$ cat config.mk
export PLATFORM = sky130hd
export DESIGN_NAME = ddr3_fastpath_top
export DESIGN_NICKNAME = d
export VERILOG_FILES = /design/src/logic/ddr3_pkg.sv /design/src/logic/ddl_cmd_if.sv /design/src/logic/ddl_rdata_if.sv /design/src/logic/ddr3_read_ctrl.sv /design/src/logic/ddr3_bypass.sv /design/src/logic/ddr3_rdata_steer.sv /design/src/logic/ddr3_fastpath_top.sv
export VERILOG_INCLUDE_DIRS = /design/src /design/src/logic
export SDC_FILE = /design/constraint.sdc
export NUM_CORES = 1
export LEC_CHECK = 0
export BUFFER_PORTS_ARGS = -buffer_cell sky130_fd_sc_hd__buf_2
export CORE_MARGIN = 1
export CORE_UTILIZATION = 50
export CTS_CLUSTER_DIAMETER = 100
export DETAILED_ROUTE_END_ITERATION = 6
export PLACE_DENSITY = 0.86
export SYNTH_ARGS = -nofsm -noshare
export SYNTH_HDL_FRONTEND = slang
export SYNTH_SLANG_ARGS = --single-unit
$ cat constraint.sdc
create_clock -name clock -period 10.4 [get_ports clock]
set_input_delay 0.52 -clock clock [delete_from_list [all_inputs] [get_ports clock]]
set_output_delay 0.52 -clock clock [all_outputs]
set_load 0.01 [all_outputs]
$ cat src/logic/ddr3_settings.svh
`ifndef DDR3_SETTINGS_SVH
`define DDR3_SETTINGS_SVH

// geometry of a 1Gb x16 DDR3 part
`define DDR_ROW_BITS 13
`define DDR_BANK_BITS 3
`define DDR_COL_BITS 10

// column bits covered by one BL8 burst, never carried by a request
`define DDR_BURST_BITS 3

// burst-aligned request address, ordered {row, bank, column[9:3]}
`define DDR_ADDR_BITS (`DDR_ROW_BITS + `DDR_BANK_BITS + `DDR_COL_BITS - `DDR_BURST_BITS)

// data word and transaction id widths
`define DDR_WIDTH 32
`define DDR_REQID 4

// words per BL8 burst on this data path
`define DDR_BEATS 4

// reads that may be outstanding at the DDL
`define DDR_INFLIGHT 4

`endif

$ cat src/logic/ddr3_pkg.sv
`include "ddr3_settings.svh"

package ddr3_pkg;

  // DDR3 command codes, {RAS#, CAS#, WE#}
  typedef enum logic [2:0] {
    CMD_MRS  = 3'b000,
    CMD_REF  = 3'b001,
    CMD_PRE  = 3'b010,
    CMD_ACT  = 3'b011,
    CMD_WR   = 3'b100,
    CMD_RD   = 3'b101,
    CMD_ZQCL = 3'b110,
    CMD_NOP  = 3'b111
  } ddl_cmd_e;

  // both read sequencers step through the same states, coded like their commands
  typedef enum logic [2:0] {
    ST_IDLE = 3'b111,
    ST_ACTV = 3'b011,
    ST_READ = 3'b101
  } rd_state_e;

  typedef logic [`DDR_WIDTH-1:0]     word_t;
  typedef logic [`DDR_REQID-1:0]     tid_t;
  typedef logic [`DDR_ADDR_BITS-1:0] req_addr_t;
  typedef logic [`DDR_BANK_BITS-1:0] bank_t;

  // column view of the address word, as read by RD
  typedef struct packed {
    logic [`DDR_ROW_BITS-`DDR_COL_BITS-2:0] rsvd;
    logic                                   ap;
    logic [`DDR_COL_BITS-1:0]               col;
  } ddl_col_t;

  // ACT reads the word as a row, RD as a column plus auto-precharge
  typedef union packed {
    logic [`DDR_ROW_BITS-1:0] row;
    ddl_col_t                 rd;
  } ddl_adr_u;

  // row field sits at the top of a request address
  function automatic ddl_adr_u adr_row(input req_addr_t addr);
    ddl_adr_u a;
    a.row = addr[`DDR_ADDR_BITS-1 -: `DDR_ROW_BITS];
    return a;
  endfunction

  function automatic bank_t adr_bank(input req_addr_t addr);
    return addr[`DDR_COL_BITS-`DDR_BURST_BITS +: `DDR_BANK_BITS];
  endfunction

  // burst offset bits of the column are zero, auto-precharge always on
  function automatic ddl_adr_u adr_col(input req_addr_t addr);
    ddl_adr_u a;
    a.rd.rsvd = '0;
    a.rd.ap   = 1'b1;
    a.rd.col  = {addr[`DDR_COL_BITS-`DDR_BURST_BITS-1:0], {`DDR_BURST_BITS{1'b0}}};
    return a;
  endfunction

endpackage

$ cat src/logic/ddl_cmd_if.sv
`timescale 1ns/1ps

interface ddl_cmd_if import ddr3_pkg::*; ();

  // command request, transfers when req and rdy are both high
  logic     req;
  // set from an accepted ACT until its READ is taken
  logic     seq;
  ddl_cmd_e cmd;
  tid_t     tid;
  bank_t    ba;
  ddl_adr_u adr;
  // from the layer: accept, and refresh in progress
  logic     rdy;
  logic     refr;

  modport ctrl (
    output req, seq, cmd, tid, ba, adr,
    input  rdy, refr
  );

  modport layer (
    input  req, seq, cmd, tid, ba, adr,
    output rdy, refr
  );

  // watches issued commands only
  modport mon (
    input req, seq, cmd, tid, ba, adr, rdy, refr
  );

endinterface

$ cat src/logic/ddl_rdata_if.sv
`timescale 1ns/1ps

interface ddl_rdata_if import ddr3_pkg::*; ();

  // one beat moves when valid and ready are both high
  logic  valid;
  logic  ready;
  // marks the final beat of a burst
  logic  last;
  word_t data;

  modport source (
    output valid, last, data,
    input  ready
  );

  modport sink (
    input  valid, last, data,
    output ready
  );

endinterface

$ cat src/logic/ddr3_read_ctrl.sv
`timescale 1ns/1ps

module ddr3_read_ctrl import ddr3_pkg::*; (
  input  logic      clock,
  input  logic      reset,
  input  logic      req_valid_i,
  output logic      req_ready_o,
  input  req_addr_t req_addr_i,
  input  tid_t      req_id_i,
  ddl_cmd_if.ctrl   cmd_o
);

  rd_state_e state;
  logic      run_q;
  logic      take;
  req_addr_t addr_q;
  tid_t      tid_q;

  // hold off requests for the first cycle out of reset
  always_ff @(posedge clock) begin
    if (reset) begin
      run_q <= 1'b0;
    end else begin
      run_q <= 1'b1;
    end
  end

  // no new request while the layer is refreshing
  assign req_ready_o = run_q && (state == ST_IDLE) && !cmd_o.refr;
  assign take = req_valid_i && req_ready_o;

  // request payload, kept until the READ is accepted
  always_ff @(posedge clock) begin
    if (take) begin
      addr_q <= req_addr_i;
      tid_q  <= req_id_i;
    end
  end

  // rdy is masked while the fast path owns the channel, so we just wait
  always_ff @(posedge clock) begin
    if (reset) begin
      state <= ST_IDLE;
    end else begin
      case (state)
        ST_IDLE: begin
          if (take) begin
            state <= ST_ACTV;
          end
        end
        ST_ACTV: begin
          if (cmd_o.rdy) begin
            state <= ST_READ;
          end
        end
        ST_READ: begin
          if (cmd_o.rdy) begin
            state <= ST_IDLE;
          end
        end
        default: begin
          state <= ST_IDLE;
        end
      endcase
    end
  end

  always_comb begin
    cmd_o.req = 1'b0;
    cmd_o.seq = 1'b0;
    cmd_o.cmd = CMD_NOP;
    cmd_o.adr = adr_row(addr_q);
    case (state)
      ST_ACTV: begin
        cmd_o.req = 1'b1;
        cmd_o.cmd = CMD_ACT;
      end
      // row is open, the sequence must not be split from here
      ST_READ: begin
        cmd_o.req = 1'b1;
        cmd_o.seq = 1'b1;
        cmd_o.cmd = CMD_RD;
        cmd_o.adr = adr_col(addr_q);
      end
      default: begin
        cmd_o.req = 1'b0;
      end
    endcase
  end

  assign cmd_o.ba  = adr_bank(addr_q);
  assign cmd_o.tid = tid_q;

endmodule

$ cat src/logic/ddr3_bypass.sv
`timescale 1ns/1ps

module ddr3_bypass import ddr3_pkg::*; (
  input  logic      clock,
  input  logic      reset,
  input  logic      axi_arvalid_i,
  output logic      axi_arready_o,
  input  req_addr_t axi_araddr_i,
  input  tid_t      axi_arid_i,
  // origin FIFO in the steering block is full
  input  logic      blocked_i,
  // the DDL channel carries a fast-path command this cycle
  output logic      fast_o,
  ddl_cmd_if.layer  ctl_cmd,
  ddl_cmd_if.ctrl   ddl_cmd
);

  rd_state_e state;
  req_addr_t addr_q;
  tid_t      tid_q;
  req_addr_t addr_w;
  tid_t      tid_w;
  logic      take;
  logic      own;
  logic      hold;
  logic      go;
  logic      byp_seq;
  ddl_cmd_e  byp_cmd;
  ddl_adr_u  byp_adr;
  ddl_cmd_e  mux_cmd;

  // channel is free when the controller is not between ACT and READ
  assign take = (state == ST_IDLE) && axi_arvalid_i && !ctl_cmd.seq && !ddl_cmd.refr;
  assign own  = take || (state != ST_IDLE);
  assign fast_o = own;

  // ACT goes out in the cycle we take the channel, straight from the AXI address
  assign addr_w = (state == ST_IDLE) ? axi_araddr_i : addr_q;
  assign tid_w  = (state == ST_IDLE) ? axi_arid_i : tid_q;

  // captured while idle, the AXI master holds it until arready anyway
  always_ff @(posedge clock) begin
    if (state == ST_IDLE) begin
      addr_q <= axi_araddr_i;
      tid_q  <= axi_arid_i;
    end
  end

  always_comb begin
    byp_seq = 1'b0;
    byp_cmd = CMD_ACT;
    byp_adr = adr_row(addr_w);
    if (state == ST_READ) begin
      byp_seq = 1'b1;
      byp_cmd = CMD_RD;
      byp_adr = adr_col(addr_w);
    end
  end

  // command toward the DDL, ours or the controller's
  assign mux_cmd = own ? byp_cmd : ctl_cmd.cmd;

  // a READ is held back while its burst has no slot for routing
  assign hold = blocked_i && (mux_cmd == CMD_RD);
  assign go   = ddl_cmd.rdy && !hold;

  assign ddl_cmd.req = (own || ctl_cmd.req) && !hold;
  assign ddl_cmd.seq = own ? byp_seq : ctl_cmd.seq;
  assign ddl_cmd.cmd = mux_cmd;
  assign ddl_cmd.tid = own ? tid_w : ctl_cmd.tid;
  assign ddl_cmd.ba  = own ? adr_bank(addr_w) : ctl_cmd.ba;
  assign ddl_cmd.adr = own ? byp_adr : ctl_cmd.adr;

  // controller only sees rdy when it has the channel
  assign ctl_cmd.rdy  = go && !own;
  // refresh is always visible to the controller
  assign ctl_cmd.refr = ddl_cmd.refr;

  // address phase ends with the READ handshake
  assign axi_arready_o = (state == ST_READ) && go;

  always_ff @(posedge clock) begin
    if (reset) begin
      state <= ST_IDLE;
    end else begin
      case (state)
        ST_IDLE: begin
          if (take) begin
            // ACT may be accepted in the same cycle
            state <= go ? ST_READ : ST_ACTV;
          end
        end
        ST_ACTV: begin
          if (go) begin
            state <= ST_READ;
          end
        end
        ST_READ: begin
          if (go) begin
            state <= ST_IDLE;
          end
        end
        default: begin
          state <= ST_IDLE;
        end
      endcase
    end
  end

endmodule

$ cat src/logic/ddr3_rdata_steer.sv
`timescale 1ns/1ps
`include "ddr3_settings.svh"

module ddr3_rdata_steer import ddr3_pkg::*; (
  input  logic        clock,
  input  logic        reset,
  ddl_cmd_if.mon      issued,
  // issued command came from the fast path
  input  logic        fast_i,
  output logic        blocked_o,
  ddl_rdata_if.sink   ddl_r,
  ddl_rdata_if.source ctl_r,
  output logic        axi_rvalid_o,
  input  logic        axi_rready_i,
  output logic        axi_rlast_o,
  output logic [1:0]  axi_rresp_o,
  output tid_t        axi_rid_o,
  output word_t       axi_rdata_o,
  output tid_t        ctl_rid_o
);

  localparam int DEPTH = `DDR_INFLIGHT;
  localparam int PW = (DEPTH > 1) ? $clog2(DEPTH) : 1;
  localparam int CW = $clog2(DEPTH + 1);

  // origin and id of each READ at the DDL, oldest at rd_ptr
  logic          fast_q [DEPTH];
  tid_t          tid_q [DEPTH];
  logic [PW-1:0] wr_ptr;
  logic [PW-1:0] rd_ptr;
  logic [CW-1:0] count;
  logic          push;
  logic          pop;
  logic          empty;
  logic          head_fast;

  function automatic logic [PW-1:0] ptr_next(input logic [PW-1:0] p);
    return (p == PW'(DEPTH - 1)) ? '0 : p + 1'b1;
  endfunction

  assign push = issued.req && issued.rdy && (issued.cmd == CMD_RD);
  // one entry per burst, released on its last beat
  assign pop = ddl_r.valid && ddl_r.ready && ddl_r.last;

  assign empty = (count == '0);
  assign blocked_o = (count == CW'(DEPTH));
  assign head_fast = fast_q[rd_ptr];

  always_ff @(posedge clock) begin
    if (push) begin
      fast_q[wr_ptr] <= fast_i;
      tid_q[wr_ptr]  <= issued.tid;
    end
  end

  always_ff @(posedge clock) begin
    if (reset) begin
      wr_ptr <= '0;
      rd_ptr <= '0;
      count  <= '0;
    end else begin
      if (push) begin
        wr_ptr <= ptr_next(wr_ptr);
      end
      if (pop) begin
        rd_ptr <= ptr_next(rd_ptr);
      end
      case ({push, pop})
        2'b10: count <= count + 1'b1;
        2'b01: count <= count - 1'b1;
        default: count <= count;
      endcase
    end
  end

  // beats pass straight through to the port at the head
  assign axi_rvalid_o = ddl_r.valid && !empty && head_fast;
  assign axi_rlast_o  = ddl_r.last;
  assign axi_rdata_o  = ddl_r.data;
  assign axi_rid_o    = tid_q[rd_ptr];
  // always OKAY
  assign axi_rresp_o  = 2'b00;

  assign ctl_r.valid = ddl_r.valid && !empty && !head_fast;
  assign ctl_r.last  = ddl_r.last;
  assign ctl_r.data  = ddl_r.data;
  assign ctl_rid_o   = tid_q[rd_ptr];

  // a slow consumer stalls the DDL instead of dropping beats
  assign ddl_r.ready = !empty && (head_fast ? axi_rready_i : ctl_r.ready);

endmodule

$ cat src/logic/ddr3_fastpath_top.sv
`timescale 1ns/1ps

module ddr3_fastpath_top import ddr3_pkg::*; (
  input  logic       clock,
  input  logic       reset,
  // AXI read address
  input  logic       axi_arvalid_i,
  output logic       axi_arready_o,
  input  req_addr_t  axi_araddr_i,
  input  tid_t       axi_arid_i,
  // AXI read data
  output logic       axi_rvalid_o,
  input  logic       axi_rready_i,
  output logic       axi_rlast_o,
  output logic [1:0] axi_rresp_o,
  output tid_t       axi_rid_o,
  output word_t      axi_rdata_o,
  // ordinary requests
  input  logic       req_valid_i,
  output logic       req_ready_o,
  input  req_addr_t  req_addr_i,
  input  tid_t       req_id_i,
  // ordinary read data
  output logic       ctl_rvalid_o,
  input  logic       ctl_rready_i,
  output logic       ctl_rlast_o,
  output word_t      ctl_rdata_o,
  output tid_t       ctl_rid_o,
  // DDL commands
  output logic       byp_req_o,
  output logic       byp_seq_o,
  input  logic       byp_rdy_i,
  input  logic       byp_ref_i,
  output ddl_cmd_e   byp_cmd_o,
  output tid_t       byp_tid_o,
  output bank_t      byp_ba_o,
  output ddl_adr_u   byp_adr_o,
  // DDL read data
  input  logic       ddl_rvalid_i,
  output logic       ddl_rready_o,
  input  logic       ddl_rlast_i,
  input  word_t      ddl_rdata_i
);

  logic fast;
  logic blocked;

  ddl_cmd_if   ctl_cmd ();
  ddl_cmd_if   ddl_cmd ();
  ddl_rdata_if ddl_r ();
  ddl_rdata_if ctl_r ();

  // DDL command port
  assign byp_req_o = ddl_cmd.req;
  assign byp_seq_o = ddl_cmd.seq;
  assign byp_cmd_o = ddl_cmd.cmd;
  assign byp_tid_o = ddl_cmd.tid;
  assign byp_ba_o  = ddl_cmd.ba;
  assign byp_adr_o = ddl_cmd.adr;
  assign ddl_cmd.rdy  = byp_rdy_i;
  assign ddl_cmd.refr = byp_ref_i;

  // DDL read data in, controller read data out
  assign ddl_r.valid  = ddl_rvalid_i;
  assign ddl_r.last   = ddl_rlast_i;
  assign ddl_r.data   = ddl_rdata_i;
  assign ddl_rready_o = ddl_r.ready;
  assign ctl_rvalid_o = ctl_r.valid;
  assign ctl_rlast_o  = ctl_r.last;
  assign ctl_rdata_o  = ctl_r.data;
  assign ctl_r.ready  = ctl_rready_i;

  ddr3_read_ctrl u_read_ctrl (
    .clock       (clock),
    .reset       (reset),
    .req_valid_i (req_valid_i),
    .req_ready_o (req_ready_o),
    .req_addr_i  (req_addr_i),
    .req_id_i    (req_id_i),
    .cmd_o       (ctl_cmd)
  );

  ddr3_bypass u_bypass (
    .clock         (clock),
    .reset         (reset),
    .axi_arvalid_i (axi_arvalid_i),
    .axi_arready_o (axi_arready_o),
    .axi_araddr_i  (axi_araddr_i),
    .axi_arid_i    (axi_arid_i),
    .blocked_i     (blocked),
    .fast_o        (fast),
    .ctl_cmd       (ctl_cmd),
    .ddl_cmd       (ddl_cmd)
  );

  ddr3_rdata_steer u_rdata_steer (
    .clock        (clock),
    .reset        (reset),
    .issued       (ddl_cmd),
    .fast_i       (fast),
    .blocked_o    (blocked),
    .ddl_r        (ddl_r),
    .ctl_r        (ctl_r),
    .axi_rvalid_o (axi_rvalid_o),
    .axi_rready_i (axi_rready_i),
    .axi_rlast_o  (axi_rlast_o),
    .axi_rresp_o  (axi_rresp_o),
    .axi_rid_o    (axi_rid_o),
    .axi_rdata_o  (axi_rdata_o),
    .ctl_rid_o    (ctl_rid_o)
  );

endmodule

; ---- Yosys cells after proc, flatten, opt, wreduce, memory -nomap -nowiden
; Memories as Yosys holds them, arrays and structs flattened. A register that Yosys moved wholly into a read port is not among the register bits.
; Cells that the tools add are included.
[word_totals]
register_bits = 68
n_memories = 2
output_inout_bits = 106
ramBits = 20
[op_classes]
mux = 34
add_sub_neg = 4
eq_ne = 19
n_reduce_logical = 32
[mem_list]
columns = memory, depth, width, read_ports, rd_ports_with_merged_regs, write_ports, line
row1 = u_rdata_steer.tid_q, 4, 4, 1, 1, 1, ddr3_rdata_steer.sv:28  ; tid_t tid_q [DEPTH];
row2 = u_rdata_steer.fast_q, 4, 1, 1, 1, 1, ddr3_rdata_steer.sv:27  ; logic fast_q [DEPTH];
[ops]
columns = operator, n
row1 = $mux W13, 3
row2 = $mux W3, 10
row3 = $mux W23, 1
row4 = $logic_and A1 B1 Y1, 19
row5 = $eq A3 B3 Y1 const B, 6
row6 = $pmux W3 S3, 2
row7 = $mux W2, 6
row8 = $pmux W3 S2, 2
row9 = $mux W1, 8
row10 = $mux W4, 2
row11 = $ne A2 B1 Y1 const B, 4
row12 = $eq A2 B2 Y1 const B, 3
row13 = $eq A3 B2 Y1 const B, 2
row14 = $logic_not A1 Y1, 6
row15 = $reduce_and A3 Y1, 2
row16 = $add A2 B1 Y2 const B, 2
row17 = $ne A2 B2 Y1 const B, 2
row18 = $add A3 B1 Y3 const B, 1
row19 = $logic_not A3 Y1, 1
row20 = $ne A3 B3 Y1 const B, 1
row21 = $sub A3 B1 Y3 const B, 1
row22 = $eq A2 B1 Y1 const B, 1
row23 = $logic_or A1 B1 Y1, 2
row24 = $reduce_bool A2 Y1, 1
row25 = $reduce_or A2 Y1, 1

; ---- Logic depth before layout (Yosys ltp)
[depth]
word_depth = 15
ltp_mapped = 13
depth_no_buf = 12

; ---- Cells and area by module
; From an unflattened synthesis, not the netlist that was laid out.
[unflattened]
hier_cells = 431
area_unflattened_um2 = 4525.6
[modules_own_cells]
columns = mod, instances, cells_each, area_each_um2, seq_area_each_um2
row1 = ddr3_rdata_steer, 1, 159, 1820.5, 780.7
row2 = ddr3_bypass, 1, 202, 1532.7, 580.6
row3 = ddr3_read_ctrl, 1, 70, 1172.4, 870.8

; ---- Worst setup path before layout
; Ideal clock, no wire load.
[synth_path]
path_kind = register to register
startpoint = register u_read_ctrl.state[1]
endpoint = register u_read_ctrl.state[1]
t_arrival_ps = 3274
setup_slack_ps = 7001
path_stages_with_launch = 6
setup_time_ps = 125
t_required_ps = 10275
path_cell_list = dfxtp_1 -> ha_1 -> nand2_1 -> nor3b_1 -> o221ai_1 -> mux2i_1
[synth_via]
word_cells_on_any_way = 24
classes_between = 7 x eq/ne / 4 x mux / 13 x reduce/logical
[synth_lines]
columns = element, line
row1 = "start, declared", ddr3_read_ctrl.sv:13  ; rd_state_e state;
row2 = "start signal, assigned", ddr3_read_ctrl.sv:43  ; state <= ST_IDLE;
row3 = "start signal, assigned", ddr3_read_ctrl.sv:48  ; state <= ST_ACTV;
row4 = "start signal, assigned", ddr3_read_ctrl.sv:53  ; state <= ST_READ;
row5 = $eq A3 B3 Y1, ddr3_read_ctrl.sv:29  ; assign req_ready_o = run_q && (state == ST_IDLE) && !cmd_o.refr;
row6 = $logic_and A1 B1 Y1 (2 in series), ddr3_read_ctrl.sv:29
row7 = $logic_and A1 B1 Y1, ddr3_read_ctrl.sv:30  ; assign take = req_valid_i && req_ready_o;
row8 = named net u_read_ctrl.take, ddr3_read_ctrl.sv:15  ; logic take;
row9 = $ne A2 B1 Y1 (no source line), n/a
row10 = $reduce_and A3 Y1 (no source line), n/a
; The timed path passes the listed nets, and every way through them passes these cells.
; A chain may end at the register's enable or synchronous reset.

==> impl_metrics.csv <==
group,metric,value,unit
synth,ys_ff_latch,88,
sta,fin_skew,0.0155,ns
worst_setup_path,worstSetupEndpointType,"output port",
sta,worst_pin_slew,0.893,ns
sta,fin_crit,3.57,ns
worst_setup_path,r2r_start,"u_bypass.state[1]$_SDFFE_PP1P_",
synth,yosys.cell_types.count,49,
worst_setup_path,critPathTopFamily,"simple AND/OR/NAND/NOR gates",
drt,ant_nets,0,
cts,clock_latency,0.36,ns
synth,ys_warn_count,0,
synth,synth_top_flop_cell,"edfxtp_1",
placement,dpl.hpwl,6780,µm
sta,fin_ws,6.83,ns
worst_hold_path,hold_class,"in2reg",
floorplan,start_util,51.7,%
worst_setup_path,setup.worst_path.start_class,"flip-flop",
synth,synthesis.area,0.00427,mm²
placement,portBuffers,102,
sta,rsz0062_at_grt,"false",
cells_and_area,syn2layout_area_growth,5.92,%
synth,yosysSeqAreaShare,52.3,%
drt,wl_per_cell,17.7,µm
cts,cts_buffers,9,
worst_setup_path,path_cells,"nand2_1 -> nor2_2 -> inv_2 -> nor2_1 -> a221o_1 -> buf_2",
worst_setup_path,critPathBufInv,2,
worst_setup_path,crit_slowest_cell,"nor2_1",
cells_and_area,final_cells,497,
worst_hold_path,hold_end,"u_read_ctrl.cmd_o.tid[3]$_DFFE_PP_",
sta,holdWs,0.333,ns
cells_and_area,fill_cells,693,
worst_setup_path,arrival,3.05,ns
drt,drc_errors,0,
cts,post_cts_buffers,0,
global_route,antenna_found_initial,0,
pwr,ir_drop,0.000128,V
sta,setup_viol,0,
floorplan,die_area,0.00892,mm²
worst_hold_path,hold_path_startpoint,"req_id_i[3]",
sta,drv_slew,0,
cells_and_area,final_nets,495,
pwr,p_leak,0.00185,µW
global_route,first_global_vias,2682,
cells_and_area,drive_gt1_share,34.9,%
drt,vias_per_cell,5.31,
global_route,grt_pass1_wl,13400,µm
cts,clk_pin_slew_worst_paths,0.09,ns
global_route,grt_usage,20.6,%
cts,cts.path.max_buffers,2,
sta,setup_tns,0,ns
sta,period_share,34.3,%
floorplan,rows,33,
worst_setup_path,reg2reg_to,"u_rdata_steer.count[2]$_SDFFE_PP0P_",
synth,synth_edf_count,47,
cts,cts_root_buf,"clkbuf_8",
drt,drt_pass1_iterations,4,
run_status,status,"complete, no violations",
worst_setup_path,critPathKind,"reg2out",
synth,postSynthCellCount,357,
drt,drt_iter0_drc,74,
drt,num_vias,2637,
cts,cts.sink_count,88,
worst_setup_path,slowest_delay,0.71,ns
global_route,grt_remaining_overflow,0,
floorplan,die_h,94.4,µm
cts,cts_max_level,3,
worst_hold_path,hold_path_depth,1,
cells_and_area,antenna_cells,0,
synth,syn-mean-instance-area,12.0,µm²
drt,wl,8810,µm
synth,async_flop_share,0,%
sta,relSlewSlack,40.2,%
floorplan,coreArea,0.00826,mm²
pwr,power_density,162,mW/mm²
placement,gp_congestion,0.786,
sta,fmax,0.280,GHz
placement,dp_slack,7.20,ns
cells_and_area,multi_input_area,0.00139,mm²
worst_setup_path,ff2ff_path_depth,10,
cts,ctsHoldBuffers,0,
floorplan,ios,202,
worst_setup_path,cp.required,9.88,ns
worst_setup_path,crit_fanout,20,
floorplan,die_w,94.4,µm
placement,dp.cells,481,
sta,hold_viol,0,
worst_setup_path,reg2reg_slack,7.17,ns
run,drv_cap,0,
cts,cts_resized,0,
global_route,grt_max_degree,30,
cts,cts_tree,"done",
placement,dpl_cell_area,0.00433,mm²
cells_and_area,register_area,0.00223,mm²
cells_and_area,design_area,0.00452,mm²
report_power, final:
part	internal [µW]	switching (µW)	total, µW	leakage, µW
Clock	119	117	235	0.000101
Sequential	387	7.89	395	0.000769
Combinational	46.9	57.5	104	0.000984
synth_stat cells, drive strengths merged (3+ instances only):
library cell,n,share of area (%)
nor2b,3,0.44
ha,11,3.2
a22o,5,1.0
inv,13,1.1
nor3b,3,0.64
a221o,7,1.6
nor3,4,0.59
mux2i,3,1.0
nand3,9,1.1
nand2b,10,1.5
edfxtp,47,33
o21ai,4,0.47
nor2,36,3.2
a21boi,7,1.2
buf,79,14
mux2,28,7.5
a21oi,5,0.59
clkbuf,7,0.62
and2,5,0.73
mux4,5,3.0
nand2,4,0.35
dfxtp,41,19
how the worst max path moves through the flow:
| stage | startpoint | end | slack (ns) | cells after the start |
|---|---|---|---|---|
| finish | u_bypass.state[1]$_SDFFE_PP1P_ | byp_adr_o[3] | 6.83 | 6 |
| global route | u_bypass.state[1]$_SDFFE_PP1P_ | byp_adr_o[3] | 6.50 | 6 |
| CTS | u_bypass.state[1]$_SDFFE_PP1P_ | byp_adr_o[5] | 6.81 | 6 |
| detailed placement | u_read_ctrl.state[1]$_SDFFE_PP1P_ | u_rdata_steer.count[2]$_SDFFE_PP0P_ | 7.20 | 12 |
| global placement | u_read_ctrl.state[1]$_SDFFE_PP1P_ | byp_adr_o[3] | 7.34 | 8 |
| floorplan | u_read_ctrl.state[1]$_SDFFE_PP1P_ | u_read_ctrl.state[1]$_SDFFE_PP1P_ | 7.00 | 5 |
placed cells by master, fill, tap and decap left out, types with 2 or more instances in the layout:
master | synthesis | layout
buf_2 | 5 | 102
edfxtp_1 | 47 | 47
dfxtp_1 | 41 | 41
nor2_1 | 35 | 35
mux2_1 | 16 | 16
inv_1 | 12 | 12
mux2_2 | 11 | 11
ha_1 | 11 | 11
nand2b_1 | 10 | 10
clkbuf_8 | 0 | 10
nand3_1 | 9 | 9
a21boi_0 | 7 | 7
a221o_1 | 7 | 7
a22o_1 | 5 | 5
and2_1 | 5 | 5
a21oi_1 | 5 | 5
nand2_1 | 4 | 4
mux4_1 | 4 | 4
nor3_1 | 3 | 3
nor2b_1 | 3 | 3
o21ai_0 | 3 | 3
conb_1 | 2 | 3
nor3b_2 | 1 | 2
or3b_1 | 2 | 2
xor2_1 | 2 | 2
or3_1 | 2 | 2
o221ai_1 | 2 | 2
mux2i_1 | 2 | 2
clkbuf_1 | 7 | 2
buf_4 | 73 | 2
kinds of logic (layout without fill, tap and decap cells):
| kind of cell | count (synthesis) | after routing | synth area share (%) |
|---|---|---|---|
| AOI/OAI and AO/OA | 37 | 37 | 6.80 |
| buffers and inverters | 99 | 133 | 15.4 |
| muxes | 36 | 36 | 11.5 |
| and+or+nand+nor | 81 | 81 | 9.78 |
| DFF | 88 | 88 | 52.3 |
| other | 2 | 3 | 0.176 |
| adders and majority gates | 12 | 12 | 3.69 |
| xor gates and xnor gates | 2 | 2 | 0.410 |
metal layers:
metal  up-vias  part of all wire, %  global-route usage, %
met5         -                    0                      0
li1       1237                    -                      -
met1      1232                   36                   21.1
met4         0                  2.2                   10.1
met2       154                   54                   38.4
met3        14                  8.2                   5.31
registers in the layout (all words and copies together), names as in the netlist, 3 cells and up, named ones only:
| name | flops |
|---|---|
| u_bypass.addr_q | 23 |
| u_rdata_steer.tid_q | 16 |
| u_rdata_steer.fast_q | 4 |
| u_rdata_steer.count | 3 |
| u_bypass.tid_q | 4 |
| u_read_ctrl.addr_q | 23 |
| u_read_ctrl.cmd_o.tid | 4 |
through the flow:
step | util, % | total power, µW
2_1_floorplan | - | 493
3_3_place_gp | 52.4 | 503
3_5_place_dp | 52.4 | 507
4_1_cts | 54.8 | 740
5_1_grt | 54.8 | 763
6_report | 54.8 | 734
cell type report:
cell class	count	share of cell area (%)
flip-flops and latches	88	49.3
multi-input cells	171	30.7
repair buffers	104	11.6
clock buffers	12	3.21
well taps	105	2.90
clock inverters	4	1.16
inverters	13	1.08
Power figures use the tool's default switching activity.
